$ cat src/robot_pkg.sv
// robot_pkg: shared types and command codes for the token robot controller
// byte widths, servo positions, verbs, maintenance sub-codes and reply bytes
package robot_pkg;

	// one command or reply byte on the serial link
	typedef logic [7:0] cmd_byte_t;

	// maintenance position of a single servo
	typedef logic [7:0] servo_pos_t;

	localparam int NUM_SERVOS = 3;

	// verbs, first byte of a frame
	localparam cmd_byte_t VERB_NOP     = 8'd0;
	localparam cmd_byte_t VERB_RESTART = 8'd1;
	localparam cmd_byte_t VERB_PING    = 8'd2;
	localparam cmd_byte_t VERB_MTNE    = 8'd3;

	// maintenance sub-commands, carried in arg1
	localparam cmd_byte_t MTNE_CLEAR  = 8'd0;
	localparam cmd_byte_t MTNE_SERVO1 = 8'd1;
	localparam cmd_byte_t MTNE_SERVO2 = 8'd2;
	localparam cmd_byte_t MTNE_SERVO3 = 8'd3;

	// reply bytes sent back to the host
	localparam cmd_byte_t REPLY_INIT = 8'd1;
	localparam cmd_byte_t REPLY_ACK  = 8'd4;
	localparam cmd_byte_t REPLY_PONG = 8'd5;

endpackage

$ cat src/frame_if.sv
// frame_if: one four-byte command frame with its valid flag
`timescale 1ns/1ps

interface frame_if;

	robot_pkg::cmd_byte_t verb;
	robot_pkg::cmd_byte_t arg1;
	robot_pkg::cmd_byte_t arg2;
	robot_pkg::cmd_byte_t arg3;
	// push pulse on the assembler side, not-empty level on the queue side
	logic valid;

	modport sender (output verb, arg1, arg2, arg3, valid);
	modport receiver (input verb, arg1, arg2, arg3, valid);

endinterface

$ cat src/command_sequencer.sv
// command_sequencer: FSM that runs queued frames, sends replies and holds
// the maintenance positions of the servos
`timescale 1ns/1ps

module command_sequencer (
	input  logic                  clk50m,
	input  logic                  reset,
	frame_if.receiver             frame,
	output logic                  take,
	output logic                  tx_start,
	output robot_pkg::cmd_byte_t  tx_data,
	input  logic                  tx_busy,
	output robot_pkg::servo_pos_t positions [robot_pkg::NUM_SERVOS]
);

	typedef enum logic [2:0] {
		s_announce,
		s_idle,
		s_decode,
		s_send_first,
		s_send_second,
		s_wait_tx
	} state_t;

	state_t               state;
	logic                 second_pending;
	logic                 seen_busy;
	robot_pkg::cmd_byte_t verb_q;
	robot_pkg::cmd_byte_t arg1_q;
	robot_pkg::cmd_byte_t reply_q;

	// frame leaves the queue on the same clock it is latched
	assign take = (state == s_idle) && frame.valid;

	always_ff @(posedge clk50m or negedge reset) begin
		if (!reset) begin
			state <= s_announce;
			tx_start <= 1'b0;
			second_pending <= 1'b0;
			seen_busy <= 1'b0;
			for (int i = 0; i < robot_pkg::NUM_SERVOS; i++) begin
				positions[i] <= '0;
			end
		end else begin
			tx_start <= 1'b0;
			case (state)
				s_announce: begin
					if (!tx_busy) begin
						tx_start <= 1'b1;
						second_pending <= 1'b0;
						state <= s_wait_tx;
					end
				end
				s_idle: begin
					if (frame.valid) begin
						state <= s_decode;
						// servos move straight from the queue output
						if (frame.verb == robot_pkg::VERB_MTNE) begin
							for (int i = 0; i < robot_pkg::NUM_SERVOS; i++) begin
								if (frame.arg1 == robot_pkg::MTNE_CLEAR) begin
									positions[i] <= '0;
								end else if (frame.arg1 ==
										robot_pkg::cmd_byte_t'(robot_pkg::MTNE_SERVO1 + i)) begin
									positions[i] <= frame.arg2;
								end
							end
						end
					end
				end
				s_decode: begin
					case (verb_q)
						robot_pkg::VERB_NOP: state <= s_idle;
						robot_pkg::VERB_RESTART: state <= s_announce;
						robot_pkg::VERB_PING: begin
							second_pending <= 1'b0;
							state <= s_send_first;
						end
						robot_pkg::VERB_MTNE: begin
							case (arg1_q)
								robot_pkg::MTNE_CLEAR,
								robot_pkg::MTNE_SERVO1,
								robot_pkg::MTNE_SERVO2,
								robot_pkg::MTNE_SERVO3: begin
									second_pending <= 1'b1;
									state <= s_send_first;
								end
								// unknown sub-command restarts
								default: state <= s_announce;
							endcase
						end
						default: state <= s_idle;
					endcase
				end
				s_send_first: begin
					if (!tx_busy) begin
						tx_start <= 1'b1;
						state <= s_wait_tx;
					end
				end
				s_send_second: begin
					if (!tx_busy) begin
						tx_start <= 1'b1;
						second_pending <= 1'b0;
						state <= s_wait_tx;
					end
				end
				default: begin
					// busy has to rise and fall again before the next byte
					if (tx_busy) begin
						seen_busy <= 1'b1;
					end else if (seen_busy) begin
						seen_busy <= 1'b0;
						state <= second_pending ? s_send_second : s_idle;
					end
				end
			endcase
		end
	end

	// latched frame fields and reply bytes
	always_ff @(posedge clk50m) begin
		if (take) begin
			verb_q <= frame.verb;
			arg1_q <= frame.arg1;
		end
		if (state == s_decode) begin
			reply_q <= (verb_q == robot_pkg::VERB_PING) ? robot_pkg::REPLY_PONG
				: robot_pkg::REPLY_ACK;
		end
		case (state)
			s_announce: tx_data <= robot_pkg::REPLY_INIT;
			s_send_first: tx_data <= reply_q;
			// verb echo
			s_send_second: tx_data <= verb_q;
			default: tx_data <= tx_data;
		endcase
	end

endmodule

$ cat src/frame_assembler.sv
// frame_assembler: gathers four strobed command bytes into one frame
// verb, arg1, arg2, arg3 in arrival order, then a one-cycle valid pulse
`timescale 1ns/1ps

module frame_assembler (
	input  logic                 clk50m,
	input  logic                 reset,
	input  robot_pkg::cmd_byte_t data,
	input  logic                 data_trig,
	frame_if.sender              frame
);

	logic [1:0] byte_cnt;

	// byte position and the push pulse
	always_ff @(posedge clk50m or negedge reset) begin
		if (!reset) begin
			byte_cnt <= 2'd0;
			frame.valid <= 1'b0;
		end else begin
			frame.valid <= data_trig && (byte_cnt == 2'd3);
			if (data_trig) begin
				// wraps to zero only after arg3
				byte_cnt <= byte_cnt + 2'd1;
			end
		end
	end

	// frame bytes
	always_ff @(posedge clk50m) begin
		if (data_trig) begin
			case (byte_cnt)
				2'd0: frame.verb <= data;
				2'd1: frame.arg1 <= data;
				2'd2: frame.arg2 <= data;
				default: frame.arg3 <= data;
			endcase
		end
	end

endmodule

$ cat src/frame_queue.sv
// frame_queue: circular FIFO of command frames between assembler and sequencer
// new frames are dropped while full, the host has no stall
`timescale 1ns/1ps

module frame_queue #(
	parameter int frame_depth = 4
) (
	input  logic      clk50m,
	input  logic      reset,
	frame_if.receiver push_side,
	frame_if.sender   pop_side,
	input  logic      take
);

	localparam int ptr_w = (frame_depth > 1) ? $clog2(frame_depth) : 1;
	localparam int cnt_w = $clog2(frame_depth + 1);

	// one entry holds verb, arg1, arg2, arg3
	robot_pkg::cmd_byte_t mem [frame_depth][4];

	logic [ptr_w-1:0] wr_ptr;
	logic [ptr_w-1:0] rd_ptr;
	logic [cnt_w-1:0] count;
	logic             do_push;
	logic             do_pop;

	assign do_push = push_side.valid && (count != cnt_w'(frame_depth));
	assign do_pop  = take && (count != '0);

	always_ff @(posedge clk50m or negedge reset) begin
		if (!reset) begin
			wr_ptr <= '0;
			rd_ptr <= '0;
			count  <= '0;
		end else begin
			if (do_push) begin
				wr_ptr <= (wr_ptr == ptr_w'(frame_depth - 1)) ? '0 : wr_ptr + 1'b1;
			end
			if (do_pop) begin
				rd_ptr <= (rd_ptr == ptr_w'(frame_depth - 1)) ? '0 : rd_ptr + 1'b1;
			end
			if (do_push && !do_pop) begin
				count <= count + 1'b1;
			end else if (do_pop && !do_push) begin
				count <= count - 1'b1;
			end
		end
	end

	always_ff @(posedge clk50m) begin
		if (do_push) begin
			mem[wr_ptr][0] <= push_side.verb;
			mem[wr_ptr][1] <= push_side.arg1;
			mem[wr_ptr][2] <= push_side.arg2;
			mem[wr_ptr][3] <= push_side.arg3;
		end
	end

	// oldest frame is always on show
	assign pop_side.verb  = mem[rd_ptr][0];
	assign pop_side.arg1  = mem[rd_ptr][1];
	assign pop_side.arg2  = mem[rd_ptr][2];
	assign pop_side.arg3  = mem[rd_ptr][3];
	assign pop_side.valid = (count != '0);

endmodule

$ cat src/serial_tx.sv
// serial_tx: 8N1 UART transmitter, LSB first, busy for the whole frame
`timescale 1ns/1ps

module serial_tx #(
	parameter int clks_per_bit = 434
) (
	input  logic                 clk50m,
	input  logic                 reset,
	input  logic                 start,
	input  robot_pkg::cmd_byte_t data,
	output logic                 serial_out,
	output logic                 busy
);

	localparam int cnt_w = (clks_per_bit > 1) ? $clog2(clks_per_bit) : 1;

	logic [cnt_w-1:0] clk_cnt;
	logic [3:0]       bit_cnt;
	// stop, data, start; bit 0 is on the line
	logic [9:0]       shift_q;

	always_ff @(posedge clk50m or negedge reset) begin
		if (!reset) begin
			clk_cnt <= '0;
			bit_cnt <= 4'd0;
			shift_q <= '1;
			busy <= 1'b0;
		end else if (!busy) begin
			if (start) begin
				shift_q <= {1'b1, data, 1'b0};
				clk_cnt <= '0;
				bit_cnt <= 4'd0;
				busy <= 1'b1;
			end
		end else if (clk_cnt == cnt_w'(clks_per_bit - 1)) begin
			clk_cnt <= '0;
			// ones fill in behind, so the line idles high
			shift_q <= {1'b1, shift_q[9:1]};
			if (bit_cnt == 4'd9) begin
				busy <= 1'b0;
			end else begin
				bit_cnt <= bit_cnt + 4'd1;
			end
		end else begin
			clk_cnt <= clk_cnt + 1'b1;
		end
	end

	assign serial_out = shift_q[0];

endmodule

$ cat src/servo_pwm.sv
// servo_pwm: periodic servo pulse, width set by the position at period start
`timescale 1ns/1ps

module servo_pwm #(
	parameter int pwm_period = 1000000,
	parameter int pulse_base = 50000,
	parameter int pulse_step = 196
) (
	input  logic                  clk50m,
	input  logic                  reset,
	input  robot_pkg::servo_pos_t position,
	output logic                  pwm
);

	// widest pulse at position 255
	localparam int max_width = pulse_base + 255 * pulse_step;
	localparam int cnt_w = $clog2(((pwm_period > max_width) ? pwm_period : max_width) + 1);

	logic [cnt_w-1:0] period_cnt;
	logic [cnt_w-1:0] width_q;

	always_ff @(posedge clk50m or negedge reset) begin
		if (!reset) begin
			period_cnt <= '0;
			width_q <= '0;
		end else if (period_cnt == cnt_w'(pwm_period - 1)) begin
			period_cnt <= '0;
			// new width holds for the whole next period
			width_q <= cnt_w'(pulse_base) + cnt_w'(position) * cnt_w'(pulse_step);
		end else begin
			period_cnt <= period_cnt + 1'b1;
		end
	end

	assign pwm = (period_cnt < width_q);

endmodule

$ cat src/token_robot_top.sv
// token_robot_top: serial command controller for the token robot
// frame assembly, frame queue, sequencer, reply UART and servo PWM
`timescale 1ns/1ps

module token_robot_top #(
	parameter int clks_per_bit = 434,
	parameter int frame_depth  = 4,
	parameter int pwm_period   = 1000000,
	parameter int pulse_base   = 50000,
	parameter int pulse_step   = 196
) (
	input  logic                              clk50m,
	input  logic                              reset,
	input  robot_pkg::cmd_byte_t              data,
	input  logic                              data_trig,
	output logic                              serial_return,
	output logic                              txbusy,
	output logic [robot_pkg::NUM_SERVOS-1:0]  pwm
);

	frame_if push_link ();
	frame_if pop_link ();

	logic                  take;
	logic                  tx_start;
	robot_pkg::cmd_byte_t  tx_data;
	robot_pkg::servo_pos_t positions [robot_pkg::NUM_SERVOS];

	frame_assembler frame_assembler_inst (
		.clk50m(clk50m),
		.reset(reset),
		.data(data),
		.data_trig(data_trig),
		.frame(push_link.sender)
	);

	frame_queue #(.frame_depth(frame_depth)) frame_queue_inst (
		.clk50m(clk50m),
		.reset(reset),
		.push_side(push_link.receiver),
		.pop_side(pop_link.sender),
		.take(take)
	);

	command_sequencer command_sequencer_inst (
		.clk50m(clk50m),
		.reset(reset),
		.frame(pop_link.receiver),
		.take(take),
		.tx_start(tx_start),
		.tx_data(tx_data),
		.tx_busy(txbusy),
		.positions(positions)
	);

	serial_tx #(.clks_per_bit(clks_per_bit)) serial_tx_inst (
		.clk50m(clk50m),
		.reset(reset),
		.start(tx_start),
		.data(tx_data),
		.serial_out(serial_return),
		.busy(txbusy)
	);

	// one pwm output per maintenance servo
	for (genvar i = 0; i < robot_pkg::NUM_SERVOS; i++) begin : g_servo
		servo_pwm #(
			.pwm_period(pwm_period),
			.pulse_base(pulse_base),
			.pulse_step(pulse_step)
		) servo_pwm_inst (
			.clk50m(clk50m),
			.reset(reset),
			.position(positions[i]),
			.pwm(pwm[i])
		);
	end

endmodule
$ cat config.mk
export PLATFORM = sky130hd
export DESIGN_NAME = token_robot_top
export DESIGN_NICKNAME = d
export VERILOG_FILES = /design/src/robot_pkg.sv /design/src/frame_if.sv /design/src/command_sequencer.sv /design/src/frame_assembler.sv /design/src/frame_queue.sv /design/src/serial_tx.sv /design/src/servo_pwm.sv /design/src/token_robot_top.sv
export SDC_FILE = /design/constraint.sdc
export NUM_CORES = 1
export LEC_CHECK = 0
export BUFFER_PORTS_ARGS = -buffer_cell sky130_fd_sc_hd__buf_2
export CAP_MARGIN = 20
export CORE_MARGIN = 5
export CORE_UTILIZATION = 41
export DETAILED_ROUTE_END_ITERATION = 8
export PLACE_DENSITY = 0.54
export SLEW_MARGIN = 30
export SYNTH_ARGS = -nofsm -noshare
export SYNTH_HDL_FRONTEND = slang
export SYNTH_SLANG_ARGS = --single-unit
$ cat constraint.sdc
create_clock -name clk50m -period 5.9 [get_ports clk50m]
set_input_delay 1.18 -clock clk50m [delete_from_list [all_inputs] [get_ports clk50m]]
set_output_delay 1.18 -clock clk50m [all_outputs]
set_load 0.05 [all_outputs]
==> results.md, run 1 <==
- Met1 global-route usage: 0.2067
- Vias in the first global route: 9467
- Drt pass-1 iters: 6
- Die W: roughly 210 um
- Max VDD drop: 0.2000 mV
- Crit. End Element: primary output
- Synthesized cell area: 15800 um^2
- Slowest stage delay, CP: 0.42 ns
- Slowest-stage cell, CP: dfrtp_1
- Htree depth: 2
- Crit path launch: g_servo[2].servo_pwm_inst.period_cnt[3]$_DFF_PN0_
- PwrDens: 276.2 nW/um^2
- Die height: 206.3 um
- Hold_buf cts: 0
- Post-route ant nets: 0
- Worst r2r dst: g_servo[1].servo_pwm_inst.width_q[15]$_DFFE_PN0N_
- DR vias/cell: 5.001
- Max cap viols: 0
- # DRC: 0
- Post-CTS Setup Bufs: 0
- Final Max Tran Viols: 0
- CP max FO: 4
- WS Path Type: flop to primary output
- # fillers: 3567
- Rel. slew slack: 0.4548
- Syn nets: 1440
- Skew final: about 0.032 ns
- FF-to-FF setup slack: ~2.1 ns
- Starting Density: 0.4117
- Hold WS: roughly 0.48 ns
- WL/cell: between 15 and 20 um
- Setup_tns: 0 ns
- CTS tree: yes
- Worst path most repeated cell: a21o_1
- Dominant cell type by area after synthesis: edfxtp_1
- Row count: 72
- CTS sink cnt: 311
- PnR worst setup slack: 1.944 ns
- Total CTS buffers: 36
- Cell leakage power: 7.738 nW
- Post-Route WL: 28.51 mm
- Asr flop ratio synth: 0.5402
- Crit path DAT: 2.78 ns
- Number of synthesized flops with an enable pin: about 140
- Gr usage total: 0.1412
- Layout cell share with drive strength beyond 1: 0.1181
- Yosys warning count: 0
- Seq/Total Area, Yosys: 0.5386
- RSZ-0062 raised after global routing: no
- Clock latency on the worst-skew pair: 0.55 ns
- First-pass GRT wire length: 49.27 mm
- Starting DRC count in detailed routing: 403
- Gr busiest metal: met2
- Most common flop cell mapped by yosys: dfrtp_1
- Layout overhead on the synthesized area: 11.87%
- Number of antenna repair diodes: 0
- Final net count: between 1000 and 1500
- GPL Wtd Cong: about 0.76
- Worst reg2reg path startpoint: command_sequencer_inst.positions[9]$_DFFE_PN0P_
- Critical path startpoint category: flop
- Yosys reg bits: 311
- HP Start: g_servo[2].servo_pwm_inst.width_q[8]$_DFFE_PN0N_
- Cell count of the worst reg-to-reg path: 12
- Multi-input combinational cell area: 6877 um^2
- Total die area: approximately 43000 um^2
- Port buffer count: 15
- Post-synth top area share: 0.2718
- Clock root buffer: clkbuf_16
- # IOs: 16
- Avg Cell Area, Syn: 12.38 um^2
- Max Freq: 252.8 MHz
- Via count: 9282
- Clock Tree Buf Depth: 3
- Largest net degree at the start of global routing: 87
- Mapped Cells: 1276
- Yosys cell types: 66
- Total global routing overflow: 0
- Minimum clock period: 3.956 ns
- Core ar.: 38380 um^2
- Hold Vio Cnt, Final: 0
- Register cell area after layout: 8509 um^2
- Antenna violations before repair: 0
- Crit path cell chain: ha_1, a21o_1, a21o_1, a211oi_1, o21bai_1, a221oi_1, o211a_1, buf_2
- Clock transition at path regs: 0.06 ns
- Fin crit share: 0.6705
- CP required: 4.72 ns
- Met3 usage: 0.02526
- Placement Cell Area: between 15000 and 20000 um^2
- Dpl hpwl: ~19 mm
- Post-CTS Resized: 0
- Hold path cells: 2
- Final setup viols: 0
- Met2 GRT Util: 0.2181
- Setup WS pre-CTS: 2.170 ns
- Min-delay worst type: flop to flop
- Worst Tran Pin Value: 0.8148 ns
- Status: finished clean
- Top post-synthesis cells by area: edfxtp_1, dfrtp_1, ha_1
- Hold Path End: g_servo[2].servo_pwm_inst.width_q[8]$_DFFE_PN0N_
- Final Instance Area: 17670 um^2
critical path, delay by kind of cell, from the launching register on:
kind,cells,cell delay [ns]
fa+ha+maj,1,0.29
buf+inv,1,0.26
flops,1,0.42
compound gates,6,1.28
power by group:
| part | internal (mW) | total [mW] | switching [mW] |
|---|---|---|---|
| Sequential | 2.41 | 2.47 | 0.0622 |
| Combinational | 0.0696 | 0.208 | 0.138 |
| Clock | 1.29 | 2.20 | 0.913 |
| Total | 3.77 | 4.88 | 1.11 |
cell families after synthesis:
logic type	count (synthesis)	share of synthesized area
AO/OA/AOI/OAI	175	0.06589
XOR/XNOR	103	0.05710
adder cells (fa/ha/maj)	153	0.1259
buffers and inverters	104	0.02645
flip-flops	311	0.5386
multiplexers	66	0.06890
AND/OR/NAND/NOR	364	0.1171
synth_stat cells, types with 3 or more instances:
master	n
nor3_1	18
mux2_4	24
xnor2_1	51
fa_1	10
nand2_1	83
ha_1	143
nand2b_1	14
mux4_2	24
o21a_1	3
a22o_1	3
nand3b_1	4
edfxtp_1	143
nor2_1	103
mux2_2	6
nand3_1	44
a21oi_1	49
nor4b_1	3
nor2_8	3
nor4_1	10
a211oi_1	6
clkbuf_1	21
xor2_1	52
mux2i_1	12
o211ai_1	3
inv_1	73
and2_1	11
a31oi_1	7
and4_1	5
o21ai_0	66
and3_1	23
buf_2	4
dfstp_2	9
dfrtp_1	159
nand4_1	9
o31ai_1	3
buf_4	4
a21o_1	18
nor2b_1	17
stage by stage:
stage / util / instances / power [mW]
3_5_place_dp: 0.4296 / 1791 / 2.731
2_1_floorplan: - / 1276 / 2.623
4_1_cts: 0.4605 / 1856 / 4.977
6_report: 0.4606 / 1856 / 4.882
3_3_place_gp: 0.4295 / 1791 / 2.722
5_1_grt: 0.4606 / 1856 / 5.102
flip-flops by register name, indices dropped and copies added, names as in the netlist, 2 cells and up:
name                               flops
command_sequencer_inst.arg1_q          6
command_sequencer_inst.positions      24
command_sequencer_inst.state           3
command_sequencer_inst.tx_data         8
command_sequencer_inst.verb_q          8
frame_assembler_inst.byte_cnt          2
frame_assembler_inst.frame.arg1        8
frame_assembler_inst.frame.arg2        8
frame_assembler_inst.frame.verb        8
frame_queue_inst.count                 3
frame_queue_inst.mem                  96
frame_queue_inst.rd_ptr                2
frame_queue_inst.wr_ptr                2
g_servo.servo_pwm_inst.period_cnt     60
g_servo.servo_pwm_inst.width_q        45
serial_tx_inst.bit_cnt                 4
serial_tx_inst.clk_cnt                 9
serial_tx_inst.shift_q                 9
per-layer routing:
metal	routed length [um]	part of all wire
met5	0	0
met4	462	0.016
met3	924	0.032
met2	12710	0.45
met1	14420	0.51
cells in the final DEF, fill, tap and decap left out, types with 12 or more instances in the layout:
master	Yosys	layout
inv_1	73	73
xnor2_1	51	51
buf_4	4	13
and3_1	23	23
mux2_4	24	24
mux4_2	24	24
xor2_1	52	52
dfrtp_1	159	159
buf_2	4	14
nand2b_1	14	14
clkbuf_16	0	36
a21oi_1	49	49
a21o_1	18	18
nand3_1	44	44
nor2b_1	17	16
ha_1	143	143
edfxtp_1	143	143
mux2i_1	12	12
nor2_1	103	102
nand2_1	83	83
nor3_1	18	18
o21ai_0	66	66
worst max path at each step:
| stage | end | slack (ns) |
|---|---|---|
| after detailed placement | g_servo[1].servo_pwm_inst.width_q[15]$_DFFE_PN0N_ | 2.17 |
| after floorplan | g_servo[1].servo_pwm_inst.width_q[15]$_DFFE_PN0N_ | 2.35 |
| after global placement | g_servo[1].servo_pwm_inst.width_q[15]$_DFFE_PN0N_ | 2.21 |
| after CTS | pwm[2] | 1.89 |
| final | pwm[2] | 1.94 |
| after global routing | pwm[2] | 1.69 |
final cells by class:
| cell class | instances | area share |
|---|---|---|
| clock inverter | 18 | 0.01090 |
| tap | 518 | 0.03667 |
| sequential | 311 | 0.4815 |
| clock buffer | 47 | 0.05614 |
| multi-input combinational | 861 | 0.3891 |
| timing repair buffer | 28 | 0.01026 |
| inverter | 73 | 0.01550 |
Note: power is estimated with default switching activity, not from simulation.
==> run 2: changes to the inputs <==
==> constraint.sdc (replaced) <==
create_clock -name clk50m -period 3.8 [get_ports clk50m]
set_input_delay 0.76 -clock clk50m [delete_from_list [all_inputs] [get_ports clk50m]]
set_output_delay 0.76 -clock clk50m [all_outputs]
set_load 0.05 [all_outputs]
==> run 2 against run 1 <==
Final cell count rose by 0.32%. Via count grew 0.59%. Largest cell class unchanged. Utilization increased by 0.34 points. Sequential share of layout area fell by 0.36 points. Clock skew down 0.021 ns. First-iteration DRC count rose by 8.9%. Setup slack got worse by 1.8 ns. Sequential power grew 55%. Die area stayed put. Routed wire length increased by 0.18%. Largest power group unchanged. Clock power rose by 65%.
==> results.md, run 2 (synthesized netlist as in run 1, its figures left out) <==
- Max cap viols: 0 (unchanged)
- CTS sink cnt: 311 (unchanged)
- Worst r2r dst: g_servo[1].servo_pwm_inst.width_q[15]$_DFFE_PN0N_
- Die height: 206.3 um (unchanged)
- Max VDD drop: 0.3226 mV (+61%)
- Critical path startpoint category: flop
- # IOs: 16 (unchanged)
- Cell count of the worst reg-to-reg path: 12 (unchanged)
- Post-Route WL: 28.56 mm (+0.18%)
- Multi-input combinational cell area: 6877 um^2 (unchanged)
- Hold Vio Cnt, Final: 0 (unchanged)
- Antenna violations before repair: 0 (unchanged)
- Number of antenna repair diodes: 0 (unchanged)
- RSZ-0062 raised after global routing: no
- Largest regs: frame_queue_inst.mem (96), g_servo.servo_pwm_inst.period_cnt (60), g_servo.servo_pwm_inst.width_q (45)
- CP required: 4.23 ns (-0.49 ns)
- Total global routing overflow: 0 (unchanged)
- Pwr Total: 7.804 mW (+60%)
- Drt pass-1 iters: 4 (-2)
- Layout overhead on the synthesized area: 12.70%
- Clock Tree Buf Depth: 3 (unchanged)
- Clock transition at path regs: 0.06 ns (about the same)
- Final Max Tran Viols: 0 (unchanged)
- Metal3 WL: 942 um (+1.9%)
- Setup_tns: 0 ns (unchanged)
- FF-to-FF setup slack: 0.18 ns (-1.96 ns)
- Core ar.: 38380 um^2 (unchanged)
- Die W: 206.3 um (unchanged)
- Min-delay worst type: input pin to async pin
- CTS tree: yes
- DR top layer: met4
- Register cell area after layout: 8509 um^2 (unchanged)
- PwrDens: 438.3 nW/um^2 (+59%)
- Starting Density: 0.4117 (unchanged)
- Worst Tran Pin Value: 0.8803 ns (+0.06552 ns)
- Total die area: 42560 um^2 (unchanged)
- Clock latency on the worst-skew pair: 0.55 ns (about the same)
- Minimum clock period: roughly 3.6 ns
- Via count: 9337 (+0.59%)
- Status: finished clean
- CP max FO: 4 (unchanged)
- # fillers: 3591 (+0.67%)
- Cell leakage power: 7.809 nW (+0.92%)
- Post-CTS Setup Bufs: 0 (unchanged)
- Starting DRC count in detailed routing: 439 (+8.9%)
- Skew final: 0.01077 ns (-0.02146 ns)
- Final setup viols: 0 (unchanged)
- Post-route ant nets: 0 (unchanged)
- Gr usage total: 0.1432 (+0.001939)
- Largest net degree at the start of global routing: 66 (-24%)
- Total CTS buffers: 37 (+2.8%)
- Crit path DAT: 4.04 ns (+1.26 ns)
- GPL Wtd Cong: 0.7581 (-0.73%)
- Routed met2 length: 13.08 mm (+2.9%)
- First-pass GRT wire length: 49.92 mm (+1.3%)
- Hold WS: 0.1824 ns (-0.2955 ns)
- Crit. End Element: flop
- WS Path Type: flop to flop
- Port buffer count: 15 (unchanged)
- Largest register by flop count: frame_queue_inst.mem
- Final net count: 1481 (+0.41%)
- Htree depth: 2 (unchanged)
- # DRC: 0 (unchanged)
- Post-CTS Resized: 0 (unchanged)
- Hold_buf cts: 0 (unchanged)
- DR vias/cell: 5.015 (+0.27%)
- Layout cell share with drive strength beyond 1: 0.1243 (+0.006169)
- Row count: 72 (unchanged)
- Most frequent cells in the layout: dfrtp_1, ha_1, edfxtp_1
- Max Freq: 276.4 MHz
- Largest register FFs: 96 (unchanged)
- Most common cell after layout, fill and taps aside: dfrtp_1
- Dpl hpwl: 19.41 mm (+2.7%)
- Vias in the first global route: 9780 (+3.3%)
- Met1 WL: 13.99 mm (-2.9%)
- Rel. slew slack: 0.4125 (-0.04230)
- Clock root buffer: clkbuf_16
- WL/cell: 15.34 um (-0.14%)
- Fin crit share: 0.9522
- Worst reg2reg path startpoint: command_sequencer_inst.positions[9]$_DFFE_PN0P_
## run 2: cell count changes in the layout (fill, tap and decap cells not counted), sizes merged
cell    previous run  this run
clkbuf            48        42
clkinv            14        16
inv               74        75
buf               27        33
bufinv             2         5
## run 2: how the worst max path moves through the flow
stage / to / cells after the start / slack (ns) / start
global route: g_servo[1].servo_pwm_inst.width_q[15]$_DFFE_PN0N_ / 12 / 0.02 / command_sequencer_inst.positions[9]$_DFFE_PN0P_
CTS: g_servo[1].servo_pwm_inst.width_q[15]$_DFFE_PN0N_ / 12 / 0.11 / command_sequencer_inst.positions[9]$_DFFE_PN0P_
floorplan: g_servo[1].servo_pwm_inst.width_q[15]$_DFFE_PN0N_ / 12 / 0.25 / command_sequencer_inst.positions[9]$_DFFE_PN0P_
finish: g_servo[1].servo_pwm_inst.width_q[15]$_DFFE_PN0N_ / 12 / 0.18 / command_sequencer_inst.positions[9]$_DFFE_PN0P_
global placement: g_servo[1].servo_pwm_inst.width_q[15]$_DFFE_PN0N_ / 12 / 0.15 / command_sequencer_inst.positions[9]$_DFFE_PN0P_
detailed placement: g_servo[1].servo_pwm_inst.width_q[15]$_DFFE_PN0N_ / 12 / 0.14 / command_sequencer_inst.positions[9]$_DFFE_PN0P_
## run 2: final cells by class
class                      count  area share
multi-input combinational    861      0.3862
sequential                   311      0.4779
inverter                      73     0.01539
tap                          518     0.03640
timing repair buffer          33     0.01286
clock buffer                  42     0.05418
clock inverter                24     0.01708
## run 2: layer usage
metal | track usage | vias up
met2 | 0.2279 | 91
met3 | 0.03107 | 41
met4 | 0.03779 | 0
met1 | 0.2000 | 4557
li1 | - | 4648
met5 | 0 | -
## run 2: per-stage QoR
step | util | setup slack [ns] | std cells | instance area [um^2]
6_report | 0.4640 | 0.1817 | 1862 | 17810
4_1_cts | 0.4639 | 0.1133 | 1862 | 17800
2_1_floorplan | - | 0.2473 | 1276 | 15800
3_3_place_gp | 0.4308 | 0.1455 | 1796 | 16530
5_1_grt | 0.4640 | 0.01671 | 1862 | 17810
3_5_place_dp | 0.4308 | 0.1365 | 1796 | 16530
## run 2: where the power goes
part | switching [mW] | internal, mW | total [mW]
Clock | 1.44 | 2.20 | 3.64
Sequential | 0.0954 | 3.74 | 3.84
Combinational | 0.220 | 0.110 | 0.330
## run 2: worst max-delay path, cell delays in order (launching register included)
cell     delay [ns]
dfrtp_1        0.42
ha_1           0.33
fa_1           0.46
ha_1           0.30
ha_1           0.24
fa_2           0.37
a21o_1         0.20
a311o_1        0.35
a21oi_1        0.17
xnor2_1        0.16
a41oi_1        0.08
xnor2_1        0.15
mux2_2         0.26
==> run 3: changes to the inputs <==
--- a/config.mk
+++ b/config.mk
@@ -5,12 +5,12 @@
 export SDC_FILE = /design/constraint.sdc
 export NUM_CORES = 1
 export LEC_CHECK = 0
-export BUFFER_PORTS_ARGS = -buffer_cell sky130_fd_sc_hd__buf_2
 export CAP_MARGIN = 20
 export CORE_MARGIN = 5
 export CORE_UTILIZATION = 41
 export DETAILED_ROUTE_END_ITERATION = 8
-export PLACE_DENSITY = 0.54
+export DONT_BUFFER_PORTS = 1
+export PLACE_DENSITY = 0.53
 export SLEW_MARGIN = 30
 export SYNTH_ARGS = -nofsm -noshare
 export SYNTH_HDL_FRONTEND = slang
==> constraint.sdc (replaced) <==
create_clock -name clk50m -period 3.5 [get_ports clk50m]
set_input_delay 0.7 -clock clk50m [delete_from_list [all_inputs] [get_ports clk50m]]
set_output_delay 0.7 -clock clk50m [all_outputs]
set_load 0.05 [all_outputs]
==> run 3 against run 2 <==
The run now ends with hold timing left. Total power is 5.0% higher. Cell area rose by 1.1%. Sequential power rose by 8.3%. Sequential share of layout area is 0.49 points lower. Non-clock buffer count increased by 5. Clock power grew 2%. Critical endpoint is now g_servo[2].servo_pwm_inst.width_q[15]$_DFFE_PN0N_. Setup slack lost 0.081 ns. Die area did not move. Register-to-register slack worse by 0.08 ns. Global-route usage fell by 0.13 points. Worst hold slack worse by 0.33 ns. Via count fell by 0.25%.
==> results.md, run 3 (synthesized netlist as in run 1, its figures left out) <==
- FF-to-FF setup slack: 0.10 ns (-0.08 ns)
- Max VDD drop: 0.3819 mV (+18%)
- Final Max Tran Viols: 0 (unchanged)
- Vias in the first global route: 9654 (-1.3%)
- Largest regs: frame_queue_inst.mem (96), g_servo.servo_pwm_inst.period_cnt (60), g_servo.servo_pwm_inst.width_q (45)
- Die height: 206.3 um (unchanged)
- Max Freq: 294.2 MHz (+6.4%)
- Largest register FFs: 96 (unchanged)
- CTS tree: yes
- Crit. End Element: flop
- Crit path DAT: 3.79 ns (-0.25 ns)
- # IOs: 16 (unchanged)
- PnR worst setup slack: 0.1006 ns (-0.08113 ns)
- Total global routing overflow: 0 (unchanged)
- WS Path Type: flop to flop
- Htree depth: 2 (unchanged)
- Largest net degree at the start of global routing: 169 (+160%)
- Total die area: 42560 um^2 (unchanged)
- Hold Vio Cnt, Final: 159 (+159)
- Dpl cells: 1794 (-0.11%)
- Most common cell after layout, fill and taps aside: dfrtp_1
- Failing checks: hold timing
- Setup WS pre-CTS: -0.04892 ns (-0.1854 ns)
- Row count: 72 (unchanged)
- Dpl hpwl: 19.11 mm (-1.6%)
- GPL Wtd Cong: 0.7587 (about the same)
- Largest register by flop count: frame_queue_inst.mem
- Critical path startpoint category: flop
- Layout cell share with drive strength beyond 1: 0.1461 (+0.02189)
- Cell count of the worst reg-to-reg path: 13 (+1)
- Minimum clock period: 3.399 ns (-0.2189 ns)
- # fillers: 3495 (-2.7%)
- Die W: 206.3 um (unchanged)
- DR vias/cell: 4.991 (-0.46%)
- Antenna violations before repair: 0 (unchanged)
- First-pass GRT wire length: 49.24 mm (-1.4%)
- Post-Route WL: 28.61 mm (+0.15%)
- Number of antenna repair diodes: 0 (unchanged)
- Status: finished, violations left
- Clock transition at path regs: 0.06 ns (about the same)
- Worst Tran Pin Value: 0.8062 ns (-0.07413 ns)
- Starting DRC count in detailed routing: 352 (-20%)
- Final net count: 1486 (+0.34%)
- Cell leakage power: 7.812 nW (about the same)
- Final Non-Filler Cells: 1866 (+0.21%)
- Clock latency on the worst-skew pair: 0.56 ns (about the same)
- Worst reg2reg path startpoint: command_sequencer_inst.positions[2]$_DFFE_PN0P_
- Gr usage total: 0.1419 (-0.001269)
- Skew final: 0.01807 ns (+0.007298 ns)
- Final setup viols: 0 (unchanged)
- Pwr Total: 8.195 mW (+5.0%)
- Clock root buffer: clkbuf_16
- Layout overhead on the synthesized area: 13.93%
- WL/cell: 15.33 um (about the same)
- Most frequent cells in the layout: dfrtp_1, edfxtp_1, ha_1
- Max cap viols: 0 (unchanged)
- Clock Tree Buf Depth: 3 (unchanged)
- Post-route ant nets: 0 (unchanged)
- Fin crit share: 0.9713 (+0.01908)
- Port buffer count: 0 (-15)
- CP required: 3.89 ns (-0.34 ns)
- Drt pass-1 iters: 4 (unchanged)
- Min-delay worst type: input pin to async pin
- Core ar.: 38380 um^2 (unchanged)
- Via count: 9314 (-0.25%)
- Starting Density: 0.4117 (unchanged)
- Total CTS buffers: 37 (unchanged)
- # DRC: 0 (unchanged)
- CTS sink cnt: 311 (unchanged)
- Rel. slew slack: 0.4606 (+0.04806)
- PwrDens: 455.3 nW/um^2 (+3.9%)
- Hold WS: -0.1504 ns (-0.3328 ns)
- Util after Layout: 0.4690 (+0.005053)
- CP max FO: 4 (unchanged)
- Worst r2r dst: g_servo[2].servo_pwm_inst.width_q[15]$_DFFE_PN0N_
- Setup_tns: 0 ns (unchanged)
[run 3: area by class of cell]
class / instances / area (um^2) / share of cell area
inverter: 73 / 274.0 / 0.01522
timing repair buffer: 38 / 305.3 / 0.01696
sequential: 311 / 8513 / 0.4730
clock buffer: 44 / 962.2 / 0.05345
clock inverter: 21 / 221.5 / 0.01230
tap: 518 / 648.1 / 0.03601
multi-input combinational: 861 / 7076 / 0.3931
[run 3: power breakdown]
group	total [mW]	switching, mW	leakage [nW]	internal [mW]
sequential	4.16	0.103	3.48	4.06
clock	3.73	1.53	0.581	2.20
combinational	0.302	0.191	3.75	0.111
[run 3: critical path, stage by stage, from the launching register on]
cell and delay (ns):
dfrtp_2 0.45, ha_4 0.23, fa_1 0.54, ha_4 0.21, ha_4 0.17, inv_2 0.06
fa_2 0.21, nor2b_1 0.06, o31a_1 0.32, or4_1 0.54, nand3_2 0.12, a31oi_1 0.06
xnor2_1 0.16, a21oi_1 0.08
[run 3: metrics by stage]
step / hold WS, ns / area [um^2]
6_report: -0.1504 / 18000
5_1_grt: -0.1859 / 18000
4_1_cts: -0.2042 / 17750
3_5_place_dp: 0.4132 / 16550
3_3_place_gp: 0.4114 / 16550
2_1_floorplan: 0.4044 / 15800
[run 3: what timing repair did]
action | CTS | global route
buffers inserted | 0 | 7
hold endpoints to repair | 163 | 162
endpoints found under the setup margin | 3 | 12
gates cloned | 0 | 0
pin swaps | 0 | 18
gates resized for setup | 4 | 37
[run 3: worst max-delay path by stage]
stage | slack [ns] | to | cells after the start | from
after floorplan | 0.02 | g_servo[1].servo_pwm_inst.width_q[15]$_DFFE_PN0N_ | 12 | command_sequencer_inst.positions[9]$_DFFE_PN0P_
after global placement | -0.02 | g_servo[1].servo_pwm_inst.width_q[15]$_DFFE_PN0N_ | 12 | command_sequencer_inst.positions[10]$_DFFE_PN0P_
after detailed placement | -0.05 | g_servo[1].servo_pwm_inst.width_q[15]$_DFFE_PN0N_ | 12 | command_sequencer_inst.positions[10]$_DFFE_PN0P_
after CTS | -0.008 | g_servo[1].servo_pwm_inst.width_q[15]$_DFFE_PN0N_ | 12 | command_sequencer_inst.positions[10]$_DFFE_PN0P_
after global routing | -0.02 | g_servo[1].servo_pwm_inst.width_q[15]$_DFFE_PN0N_ | 13 | command_sequencer_inst.positions[9]$_DFFE_PN0P_
final | 0.10 | g_servo[2].servo_pwm_inst.width_q[15]$_DFFE_PN0N_ | 13 | command_sequencer_inst.positions[2]$_DFFE_PN0P_
[run 3: per-layer routing]
| layer | GRT usage | wire length, um | share of wire | up-vias |
|---|---|---|---|---|
| met3 | 0.02809 | 948 | 0.033 | 42 |
| met4 | 0.04658 | 623 | 0.022 | 0 |
| met5 | 0 | 0 | 0 | - |
| met1 | 0.1973 | 13920 | 0.49 | 4539 |
| met2 | 0.2245 | 13120 | 0.46 | 82 |
| li1 | - | - | - | 4651 |
